===== src/logic/fu_pkg.sv =====
package fu_pkg;

  ////////////////////////////////////////////////////////////
  // Sizes
  ////////////////////////////////////////////////////////////

  localparam int LANE_COUNT = 4;
  localparam int DATA_WIDTH = 64;

  // A select is a source kind followed by a lane index
  localparam int SEL_WIDTH = 4;
  localparam int SRC_WIDTH = 2;
  localparam int LANE_IDX_WIDTH = SEL_WIDTH - SRC_WIDTH;

  localparam int OP_WIDTH = 4;
  localparam int SHAMT_WIDTH = $clog2(DATA_WIDTH); // 6 bits for a 64-bit word

  // Logic unit function codes, zero means the lane is not doing a logic op
  localparam logic [1:0] LOGIC_NONE = 2'd0;
  localparam logic [1:0] LOGIC_AND = 2'd1;
  localparam logic [1:0] LOGIC_OR = 2'd2;
  localparam logic [1:0] LOGIC_XOR = 2'd3;

  ////////////////////////////////////////////////////////////
  // Types
  ////////////////////////////////////////////////////////////

  typedef logic [DATA_WIDTH-1:0] data_t;

  typedef enum logic [OP_WIDTH-1:0] {
    op_add = 4'd0,
    op_sub = 4'd1,
    op_and = 4'd2,
    op_or = 4'd3,
    op_xor = 4'd4,
    op_shl = 4'd5,
    op_shr = 4'd6,
    op_sar = 4'd7
  } alu_op_e;

  typedef enum logic [SRC_WIDTH-1:0] {
    src_issue = 2'd0, // Value carried with the operation
    src_now = 2'd1,   // Result bus of this cycle
    src_prev = 2'd2   // Result bus of the cycle before
  } fwd_src_e;

  typedef struct packed {
    fwd_src_e src;
    logic [LANE_IDX_WIDTH-1:0] lane;
  } fwd_sel_t;

  typedef struct packed {
    logic valid;
    alu_op_e op;
    data_t a;
    data_t b;
    fwd_sel_t sel_a;
    fwd_sel_t sel_b;
  } issue_t;

  // Decoded control, produced one cycle ahead of the lane
  typedef struct packed {
    logic valid;
    logic is_sub;
    logic [1:0] logic_fn;
    logic is_shift;
    logic shift_right;
    logic shift_arith;
    data_t a;
    data_t b;
    fwd_sel_t sel_a;
    fwd_sel_t sel_b;
  } lane_ctrl_t;

endpackage


===== src/logic/result_bus.sv =====
`timescale 1ns/1ps

module result_bus (
  input logic clk,
  input logic reset,
  input fu_pkg::data_t lane_result [fu_pkg::LANE_COUNT],
  input logic [fu_pkg::LANE_COUNT-1:0] lane_valid,
  output fu_pkg::data_t bus_now [fu_pkg::LANE_COUNT],
  output fu_pkg::data_t bus_prev [fu_pkg::LANE_COUNT],
  output fu_pkg::data_t result [fu_pkg::LANE_COUNT],
  output logic [fu_pkg::LANE_COUNT-1:0] result_valid
);

  fu_pkg::data_t now_q [fu_pkg::LANE_COUNT];
  fu_pkg::data_t prev_q [fu_pkg::LANE_COUNT];
  logic [fu_pkg::LANE_COUNT-1:0] valid_q;

  ////////////////////////////////////////////////////////////
  // Bus registers
  ////////////////////////////////////////////////////////////

  // Data loads every cycle, valid alone says whether a slot means anything
  always_ff @(posedge clk) begin
    if (reset) begin
      for (int i = 0; i < fu_pkg::LANE_COUNT; i++) begin
        now_q[i] <= '0;
        prev_q[i] <= '0;
      end
      valid_q <= '0;
    end else begin
      for (int i = 0; i < fu_pkg::LANE_COUNT; i++) begin
        now_q[i] <= lane_result[i];
        prev_q[i] <= now_q[i]; // Second forwarding level
      end
      valid_q <= lane_valid;
    end
  end

  // The same registers feed the lanes and leave the cluster
  always_comb begin
    for (int i = 0; i < fu_pkg::LANE_COUNT; i++) begin
      bus_now[i] = now_q[i];
      bus_prev[i] = prev_q[i];
      result[i] = now_q[i];
    end
  end

  assign result_valid = valid_q;

endmodule

===== config.mk =====
export PLATFORM = sky130hd
export DESIGN_NAME = result_bus
export DESIGN_NICKNAME = d
export VERILOG_FILES = /design/src/logic/fu_pkg.sv /design/src/logic/result_bus.sv
export SDC_FILE = /design/constraint.sdc
export NUM_CORES = 1
export LEC_CHECK = 0
export BUFFER_PORTS_ARGS = -buffer_cell sky130_fd_sc_hd__buf_2
export CAP_MARGIN = 20
export CORE_AREA = 5 5 401 403
export CTS_CLUSTER_SIZE = 40
export DETAILED_ROUTE_END_ITERATION = 10
export DIE_AREA = 0 0 406 408
export PLACE_DENSITY = 0.31
export SYNTH_ARGS = -nofsm -noshare
export SYNTH_HDL_FRONTEND = slang
export SYNTH_SLANG_ARGS = --single-unit
export TNS_END_PERCENT = 1

===== constraint.sdc =====
create_clock -name clk -period 1.2 [get_ports clk]
set_clock_uncertainty 0.15 [all_clocks]
set_input_delay 0.24 -clock clk [delete_from_list [all_inputs] [get_ports clk]]
set_output_delay 0.24 -clock clk [all_outputs]
set_load 0.1 [all_outputs]

==> results.md <==
- Pwr/cell area: 1400 mW/mm^2
- Worst Setup Start Kind: register
- Total DRC errors in the routed layout: 0
- Headroom to the max-slew limit: 0.706
- Final setup viols: 783
- Achievable Freq: 584 MHz
- Minimum setup slack after placement: -0.0377 ns
- Post-route minimum period: 1.71 ns
- Horiz. Die Dim: 406 um
- Cell at the root of the clock tree: sky130_fd_sc_hd__clkbuf_16
- Die Area: 0.166 mm^2
- Hold-critical path endpoint: now_q[1][53]
- Area contributors post-synth: sky130_fd_sc_hd__dfxtp_1 (65%), sky130_fd_sc_hd__nor2b_1 (20%), sky130_fd_sc_hd__buf_4 (14%)
- Largest net degree at the start of global routing: 45
- Final critical-path share of the clock period: 1.43
- Clock buffer count from CTS: 69
- H-tree depth: 3
- Run status: finished with violations
- Final wirelength: 89.3 mm
- P_int: 36.9 mW
- Logic depth of the worst register-to-register path: 3
- Type of the worst setup path: register to output pin
- Mean instance size in the synthesized netlist: 11.8 um^2
- Violations in the final reports: setup timing
- Final hold slack: 0.185 ns
- Via count of the first global-routing pass: 13.7k
- Max Buffers Root-to-Sink: 3
- First-pass detailed-route iteration total: 4
- Worst Hold Launch: lane_result[181]
- Std-Cell Core Area: 0.157 mm^2
- Total overflow reported by the global router: 0
- Netlist area before placement: 0.0158 mm^2
- Seq pwr share: 0.330
- Number of distinct standard cells referenced by the synthesized netlist: 5
- # IOs: 1034
- CTS sink cnt: 516
- Leak Pwr: 16.6 nW
- Layout cells sized above 1: 0.686
- Number of pins with negative max-slew slack in the final report: 0
- Wire per inst: 19.2 um
- Global-route usage over all layers: 0.105
- Number of instances on the worst hold path: 3
- Wire length of the first global-routing pass: 119 mm
- Crit path capture type: output pin
- R2R Path Start: now_q[3][3]
- Post-synthesis net count: 1607
- Via Count: 12.9k
- Cells after synthesis: 1345
- Overall die height: 408 um
- Post-synth top area cell: sky130_fd_sc_hd__dfxtp_1
- Final Total Pwr: 57.6 mW
- Crit path max fanout: 4
- Final nets: 2793
- Seq cells post-synth: 516
- Clk pwr share: 0.359
- Switching component of the power: 20.7 mW
- IO Port Bufs: 1033
- Ratio of routed vias to standard cells: 2.76
- Synthesis warning total: 0
- Setup total negative slack: -292.62 ns
- Setup repair after global routing missed its margin: yes
- Count of routing violations after the opening detailed-route iteration: 324
- CTS tree: done
- Number of antenna violations at the first check in global routing: 9
- Clock Latency Late Sink: 0.64 ns
- Worst Setup Slack, final: -0.511 ns
- Initial standard-cell utilization of the core: 0.101
- Min-Delay Path Class: input port to register
- Required time of the critical path: 0.81 ns
- Logic pwr share: 0.312
- Minimum setup slack among reg-to-reg paths: 0.24 ns
- Detail Placement HPWL: 75.6 mm
- Final RePlAce weighted congestion: 0.770
- Clock slew at the register clock pins of the worst setup and hold paths: 0.06 ns
- Number of hold violations in the final report: 0
- Count of nets left with antenna violations after detail routing: 0
- Transition at the pin with the smallest max-transition slack: 0.440 ns
- End of the worst register-to-register path: prev_q[3][3]
- Switching portion of total power: 0.359
- Arrival time at the worst endpoint: 1.32 ns
- Count of standard-cell rows: 146
- Proportion of synthesized chip area in sequential cells: 0.652
- Util after Layout: 0.262
- Portion of synthesized cell area occupied by the leading cell type: 0.652
- Peak VDD IR: 949 uV
- Relative area change from synthesis to final layout: 159%
- Count of maximum capacitance violations: 0
power by group through the flow:
stage	clock (mW)	sequential, mW	combinational, mW
floorplan	0	24.6	4.81
global placement	0	19.5	17.3
detailed placement	0	19.5	17.3
CTS	21.7	19.0	18.1
global route	22.3	19.1	18.4
finish	20.7	19.0	18.0
cells by family after synthesis:
kind of cell | after synthesis | share of synthesized area
buffers and inverters | 313 | 0.144
AND/OR/NAND/NOR | 516 | 0.204
flip-flops | 516 | 0.652
placed cells by master (no fill, tap or decap), drive strengths merged:
cell type | synthesis | layout
buf | 312 | 1167
nor2b | 516 | 516
dfxtp | 516 | 516
dlygate4sd3 | 0 | 261
clkbuf | 1 | 106
clkinv | 0 | 13
diode | 0 | 8
inv | 0 | 3
bufinv | 0 | 2
layout make-up:
type | count | area [um^2]
flip-flops and latches | 516 | 11500
multi-input cells | 516 | 3230
repair buffers | 1428 | 21500
diodes | 8 | 20.0
clock inverters | 18 | 233
clock buffers | 106 | 2070
fillers | 16221 | 116000
well taps | 2072 | 2590
cell usage after synthesis:
| cell type | instances |
|---|---|
| sky130_fd_sc_hd__clkbuf_1 | 1 |
| sky130_fd_sc_hd__buf_4 | 288 |
| sky130_fd_sc_hd__buf_2 | 24 |
| sky130_fd_sc_hd__nor2b_1 | 516 |
| sky130_fd_sc_hd__dfxtp_1 | 516 |
repair_timing:
item	4_1_cts	5_1_grt
hold endpoints to repair	298	0
setup endpoints to repair	772	772
resized for setup	557	157
hold buffers	261	0
buffers inserted	1	0
flip-flops by register name, summed over array words and instances, names as in the netlist:
name	flops
prev_q	256
now_q	256
result_valid	4
routing by layer:
metal  part of all wire  up-vias  GRT usage  routed length, um
li1                   -     6229          -                  -
met1               0.39     5995      0.117              34400
met2               0.51      523      0.184              45100
met3              0.085      109     0.0425               7570
met4              0.025        2     0.0286               2200
met5            0.00015        -          0                 13
how the worst max path moves through the flow:
stage / startpoint / end / slack (ns)
2_1_floorplan: now_q[2][45] / result[109] / -0.56
3_3_place_gp: reset / now_q[3][38] / -0.03
3_5_place_dp: reset / now_q[0][38] / -0.04
4_1_cts: now_q[3][3] / bus_now[3] / -0.61
5_1_grt: now_q[3][3] / bus_now[3] / -0.60
6_report: now_q[0][31] / result[223] / -0.51
stage by stage:
step	instance area (um^2)	cells
after floorplan	15900	1345
after global routing	41100	4657
after detailed placement	34900	4270
after global placement	34900	4270
after CTS	40800	4656
final	41100	4664
critical path: stages (launching register included):
cell	delay, ns
sky130_fd_sc_hd__dfxtp_1	0.35
sky130_fd_sc_hd__buf_12	0.15
sky130_fd_sc_hd__buf_12	0.18
No activity file was read; power rests on OpenSTA's default activity.
