## src/logic/fu_pkg.sv

```systemverilog
package fu_pkg;

  ////////////////////////////////////////////////////////////
  // Sizes
  ////////////////////////////////////////////////////////////

  localparam int LANE_COUNT = 4;
  localparam int DATA_WIDTH = 64;

  // A select is a source kind followed by a lane index
  localparam int SEL_WIDTH = 4;
  localparam int SRC_WIDTH = 2;
  localparam int LANE_IDX_WIDTH = SEL_WIDTH - SRC_WIDTH;

  localparam int OP_WIDTH = 4;
  localparam int SHAMT_WIDTH = $clog2(DATA_WIDTH); // 6 bits for a 64-bit word

  // Logic unit function codes, zero means the lane is not doing a logic op
  localparam logic [1:0] LOGIC_NONE = 2'd0;
  localparam logic [1:0] LOGIC_AND = 2'd1;
  localparam logic [1:0] LOGIC_OR = 2'd2;
  localparam logic [1:0] LOGIC_XOR = 2'd3;

  ////////////////////////////////////////////////////////////
  // Types
  ////////////////////////////////////////////////////////////

  typedef logic [DATA_WIDTH-1:0] data_t;

  typedef enum logic [OP_WIDTH-1:0] {
    op_add = 4'd0,
    op_sub = 4'd1,
    op_and = 4'd2,
    op_or = 4'd3,
    op_xor = 4'd4,
    op_shl = 4'd5,
    op_shr = 4'd6,
    op_sar = 4'd7
  } alu_op_e;

  typedef enum logic [SRC_WIDTH-1:0] {
    src_issue = 2'd0, // Value carried with the operation
    src_now = 2'd1,   // Result bus of this cycle
    src_prev = 2'd2   // Result bus of the cycle before
  } fwd_src_e;

  typedef struct packed {
    fwd_src_e src;
    logic [LANE_IDX_WIDTH-1:0] lane;
  } fwd_sel_t;

  typedef struct packed {
    logic valid;
    alu_op_e op;
    data_t a;
    data_t b;
    fwd_sel_t sel_a;
    fwd_sel_t sel_b;
  } issue_t;

  // Decoded control, produced one cycle ahead of the lane
  typedef struct packed {
    logic valid;
    logic is_sub;
    logic [1:0] logic_fn;
    logic is_shift;
    logic shift_right;
    logic shift_arith;
    data_t a;
    data_t b;
    fwd_sel_t sel_a;
    fwd_sel_t sel_b;
  } lane_ctrl_t;

endpackage

```

## src/logic/alu_lane.sv

```systemverilog
`timescale 1ns/1ps

module alu_lane (
  input fu_pkg::lane_ctrl_t ctrl,
  input fu_pkg::data_t bus_now [fu_pkg::LANE_COUNT],
  input fu_pkg::data_t bus_prev [fu_pkg::LANE_COUNT],
  output fu_pkg::data_t lane_result,
  output logic lane_valid
);

  fu_pkg::data_t opnd_a;
  fu_pkg::data_t opnd_b;
  fu_pkg::data_t sum;
  fu_pkg::data_t logic_out;
  fu_pkg::data_t shift_out;
  logic [fu_pkg::SHAMT_WIDTH-1:0] shamt;

  ////////////////////////////////////////////////////////////
  // Operand resolve
  ////////////////////////////////////////////////////////////

  operand_forward a_fwd (
    .sel(ctrl.sel_a),
    .issued(ctrl.a),
    .bus_now(bus_now),
    .bus_prev(bus_prev),
    .operand(opnd_a)
  );

  operand_forward b_fwd (
    .sel(ctrl.sel_b),
    .issued(ctrl.b),
    .bus_now(bus_now),
    .bus_prev(bus_prev),
    .operand(opnd_b)
  );

  ////////////////////////////////////////////////////////////
  // Execution units
  ////////////////////////////////////////////////////////////

  // Subtract is a plus inverted b plus one
  always_comb begin
    sum = opnd_a + (ctrl.is_sub ? ~opnd_b : opnd_b)
        + {{(fu_pkg::DATA_WIDTH-1){1'b0}}, ctrl.is_sub};
  end

  always_comb begin
    case (ctrl.logic_fn)
      fu_pkg::LOGIC_AND: logic_out = opnd_a & opnd_b;
      fu_pkg::LOGIC_OR: logic_out = opnd_a | opnd_b;
      default: logic_out = opnd_a ^ opnd_b;
    endcase
  end

  assign shamt = opnd_b[fu_pkg::SHAMT_WIDTH-1:0];

  // Barrel shifter built as a right shifter
  // A left shift reverses the word on the way in and again on the way out
  always_comb begin
    fu_pkg::data_t val;
    fu_pkg::data_t fill_mask;
    logic fill;
    fill = ctrl.shift_arith & opnd_a[fu_pkg::DATA_WIDTH-1];
    val = ctrl.shift_right ? opnd_a : {<<{opnd_a}};
    for (int s = 0; s < fu_pkg::SHAMT_WIDTH; s++) begin
      fill_mask = ~({fu_pkg::DATA_WIDTH{1'b1}} >> (1 << s));
      if (shamt[s]) begin
        val = (val >> (1 << s)) | (fill ? fill_mask : '0);
      end
    end
    shift_out = ctrl.shift_right ? val : {<<{val}};
  end

  ////////////////////////////////////////////////////////////
  // Result select
  ////////////////////////////////////////////////////////////

  always_comb begin
    if (ctrl.is_shift) begin
      lane_result = shift_out;
    end else if (ctrl.logic_fn != fu_pkg::LOGIC_NONE) begin
      lane_result = logic_out;
    end else begin
      lane_result = sum; // Add and sub wrap at 64 bits
    end
  end

  assign lane_valid = ctrl.valid;

endmodule

```

## src/logic/operand_forward.sv

```systemverilog
`timescale 1ns/1ps

module operand_forward (
  input fu_pkg::fwd_sel_t sel,
  input fu_pkg::data_t issued,
  input fu_pkg::data_t bus_now [fu_pkg::LANE_COUNT],
  input fu_pkg::data_t bus_prev [fu_pkg::LANE_COUNT],
  output fu_pkg::data_t operand
);

  // Two forwarding levels
  // bus_now holds results of operations issued two cycles before the current one,
  // bus_prev holds those issued three cycles before
  always_comb begin
    case (sel.src)
      fu_pkg::src_now: operand = bus_now[sel.lane];
      fu_pkg::src_prev: operand = bus_prev[sel.lane];
      default: operand = issued;
    endcase
  end

endmodule

```

## config.mk

```make
export PLATFORM = sky130hd
export DESIGN_NAME = alu_lane
export DESIGN_NICKNAME = d
export VERILOG_FILES = /design/src/logic/fu_pkg.sv /design/src/logic/alu_lane.sv /design/src/logic/operand_forward.sv
export SDC_FILE = /design/constraint.sdc
export NUM_CORES = 1
export LEC_CHECK = 0
export CAP_MARGIN = 20
export CORE_AREA = 10 10 269 271
export DETAILED_ROUTE_END_ITERATION = 7
export DIE_AREA = 0 0 279 281
export DONT_BUFFER_PORTS = 1
export GPL_TIMING_DRIVEN = 1
export PLACE_DENSITY = 0.54
export SYNTH_ARGS = -nofsm -noshare
export SYNTH_HDL_FRONTEND = slang
export SYNTH_SLANG_ARGS = --single-unit
```

## constraint.sdc

```tcl
create_clock -name vclk -period 18.8
set_clock_uncertainty 0.1 [all_clocks]
set_input_delay 2.82 -clock vclk [all_inputs]
set_output_delay 2.82 -clock vclk [all_outputs]
set_load 0.05 [all_outputs]
```

==> impl_metrics.ini <==
[timing]
period_needed_ns = 13.17
whs_ns = 5.54
max_slew_margin_pct = 12.8
tightest_slew_ns = 1.31
final-hold-violation-count = 0
setup_ws_ns = 5.63
tns_ns = 0
fin_crit_sh_pct = 70.0
fmax_mhz = 75.9
slew_viol_final = 0
rsz0062_at_grt = false
finalSetupViolations = 0

[global_route]
grt_pass1_wl_mm = 225
first_global_vias = 25827
track_usage_pct = 40.4
antenna_found_initial = 70
gr-total-overflow = 0
grt_max_degree = 193

[critical_path]
crit_buf_inv = 4
start_kind = input port
required_ns = 15.88
crit_type = in2out
crit_top_cell = buf_4
crit_fanout = 45
crit_slowest_cell = a221oi_2
cp-end-kind = primary output
crit_path_start = ctrl[2]
slowest_delay_ns = 0.92
path_depth = 21
critical-path-top-delay-family = compound AO/OA/AOI/OAI gates
crit_path_cell_trace = inv_1, ha_4, buf_4, or2_2, a221oi_1, nor3_2, buf_4, buf_4, o21ai_0, fa_1, a21oi_1, o211ai_1, a31oi_1, a21boi_0, o211ai_1, a21oi_1, nor2_1, o21ai_0, a311oi_1, xor2_1, a221oi_2
crit_arrival_ns = 10.25
endpoint = lane_result[62]

[route]
wl_per_cell_um = 44.4
drc = 0
drt_iter0_markers = 3813
viasPerCell = 7.35
first_pass_iters = 8
ant_nets = 0
vias = 27772
drt-total-wl_mm = 168

[layout]
fin_nets = 3681
layout.area.seq_um2 = 0
flops_and_latches = 0
multi_input_area_um2 = 22700
post_layout_nonfiller_instances = 3777
fill_cells = 6995
area.growth.synth_to_final_pct = 4.28
clkbuf_count = 0
drive_gt1_share_pct = 18.0
design_area_um2 = 25400

[placement]
portBuffers = 0
hpwlAfterDp_mm = 142
place_area_um2 = 25100
pre_cts_ws_ns = 5.95
gp_congestion = 1.07
dp.cells = 3697

[yosys]
syn_inst = 3034
synth_cell_types = 87
avgSynthCellArea_um2 = 8.02
ys_warn_count = 0
yosysSeqAreaShare_pct = 0
syn_area_um2 = 24300
syn_nets = 3887

[run]
cap_violations = 0

[clock_tree]
cts_resized = 0
hold_buffers = 0
cts_setup_buffers = 0

[die]
dieArea_um2 = 78400
chipHeight_um = 281
std_cell_rows = 95
start_util_pct = 36.4
io_pins = 720
die_x_um = 279
coreArea_um2 = 66800

[power]
clock_power_share_pct = 0
internal_power_mw = 0.625
p_sw_share_pct = 66.5
power.net_switching_mw = 1.24
powerDensity_nw_per_um2 = 73.7
ir_drop_uv = 24.8
p_leak_nw = 9.90
p_comb_share_pct = 100.0
power.share.sequential_pct = 0

[outcome]
outcome = complete, no violations

[worst_hold_path]
hp-class = in2out
-- synth_stat cells (9+ instances only) --
master / instances / share of area [%]
o22ai_1: 77 / 2.0
o21a_1: 15 / 0.46
nand2b_1: 112 / 2.9
nand4_1: 25 / 0.64
buf_2: 21 / 0.43
a221oi_1: 37 / 1.3
xnor2_1: 101 / 3.6
clkbuf_1: 188 / 2.9
a31oi_1: 16 / 0.41
mux4_2: 249 / 23
o221ai_1: 25 / 0.90
inv_1: 132 / 2.0
mux2i_1: 272 / 11
buf_6: 11 / 0.51
and2_1: 60 / 1.5
o21ai_0: 95 / 2.0
a211oi_1: 56 / 1.7
nand3_1: 30 / 0.62
and3_1: 11 / 0.28
nor3_1: 31 / 0.64
nor2_1: 262 / 4.0
buf_1: 44 / 0.68
a311oi_1: 57 / 2.1
xor2_1: 20 / 0.72
a21o_1: 33 / 1.0
o31a_1: 51 / 1.8
o211ai_1: 23 / 0.71
mux2_2: 48 / 2.2
buf_4: 24 / 0.74
ha_1: 197 / 10
a21oi_1: 227 / 4.7
a222oi_1: 9 / 0.37
o31ai_1: 9 / 0.28
nand2_1: 199 / 3.1
o21bai_1: 20 / 0.62
inv_2: 42 / 0.65
a22oi_1: 77 / 2.4
-- kinds of logic (layout without fill, tap and decap cells) --
group	after synthesis	after routing	synth area share (%)
compound gates	910	910	25.8
xor+xnor	121	121	4.36
buf+inv	469	261	8.22
other cells	0	78	0
fa+ha+maj	198	198	10.2
mux	573	573	36.8
simple gates	763	763	14.6
-- power groups by stage --
| stage | sequential (mW) | clock, mW | combinational [mW] |
|---|---|---|---|
| 5_1_grt | 0 | 0.000000384 | 1.94 |
| 6_report | 0 | 0.000000575 | 1.87 |
| 3_3_place_gp | 0 | 0 | 1.80 |
| 4_1_cts | 0 | 0 | 1.80 |
| 2_1_floorplan | 0 | 0 | 1.22 |
| 3_5_place_dp | 0 | 0 | 1.79 |
-- final cells by class --
cell class / instances / area share (%)
antenna: 78 / 0.769
inverter: 178 / 2.66
multi-input combinational: 2565 / 89.5
tap: 873 / 4.30
timing repair buffer: 83 / 2.72
-- placed cells by master, fill, tap and decap left out, types with 45 or more instances in the layout --
cell,n
mux4_2,249
a311oi_1,57
nand2b_1,111
xnor2_1,101
diode_2,78
a211oi_1,52
buf_4,76
and2_1,60
a21oi_1,225
nor2_1,260
o31a_1,51
ha_1,191
inv_1,129
o21ai_0,93
inv_2,45
o22ai_1,76
a22oi_1,77
mux2i_1,272
nand2_1,198
mux2_2,48
-- per-stage QoR --
step / util, % / total power [mW]
final: 38.0 / 1.87
after global placement: 37.6 / 1.80
after detailed placement: 37.6 / 1.79
after floorplan: - / 1.22
after global routing: 37.9 / 1.94
after CTS: 37.6 / 1.80
-- worst min path at each step --
stage / startpoint / endpoint / slack, ns / cells after the start
global placement: ctrl[142] / lane_valid / 5.54 / 0
finish: ctrl[142] / lane_valid / 5.54 / 0
global route: ctrl[142] / lane_valid / 5.54 / 0
detailed placement: ctrl[142] / lane_valid / 5.54 / 0
floorplan: ctrl[142] / lane_valid / 5.71 / 1
CTS: ctrl[142] / lane_valid / 5.54 / 0
-- metal layers --
layer  vias up  wire length (um)  GRT usage, %
met5         -               207             0
met4        32              8120          17.8
met3       326             24100          16.7
met2      2235             72300          61.0
met1     13830             63000          49.8
li1      11349                 -             -
Power figures use the tool's default switching activity.
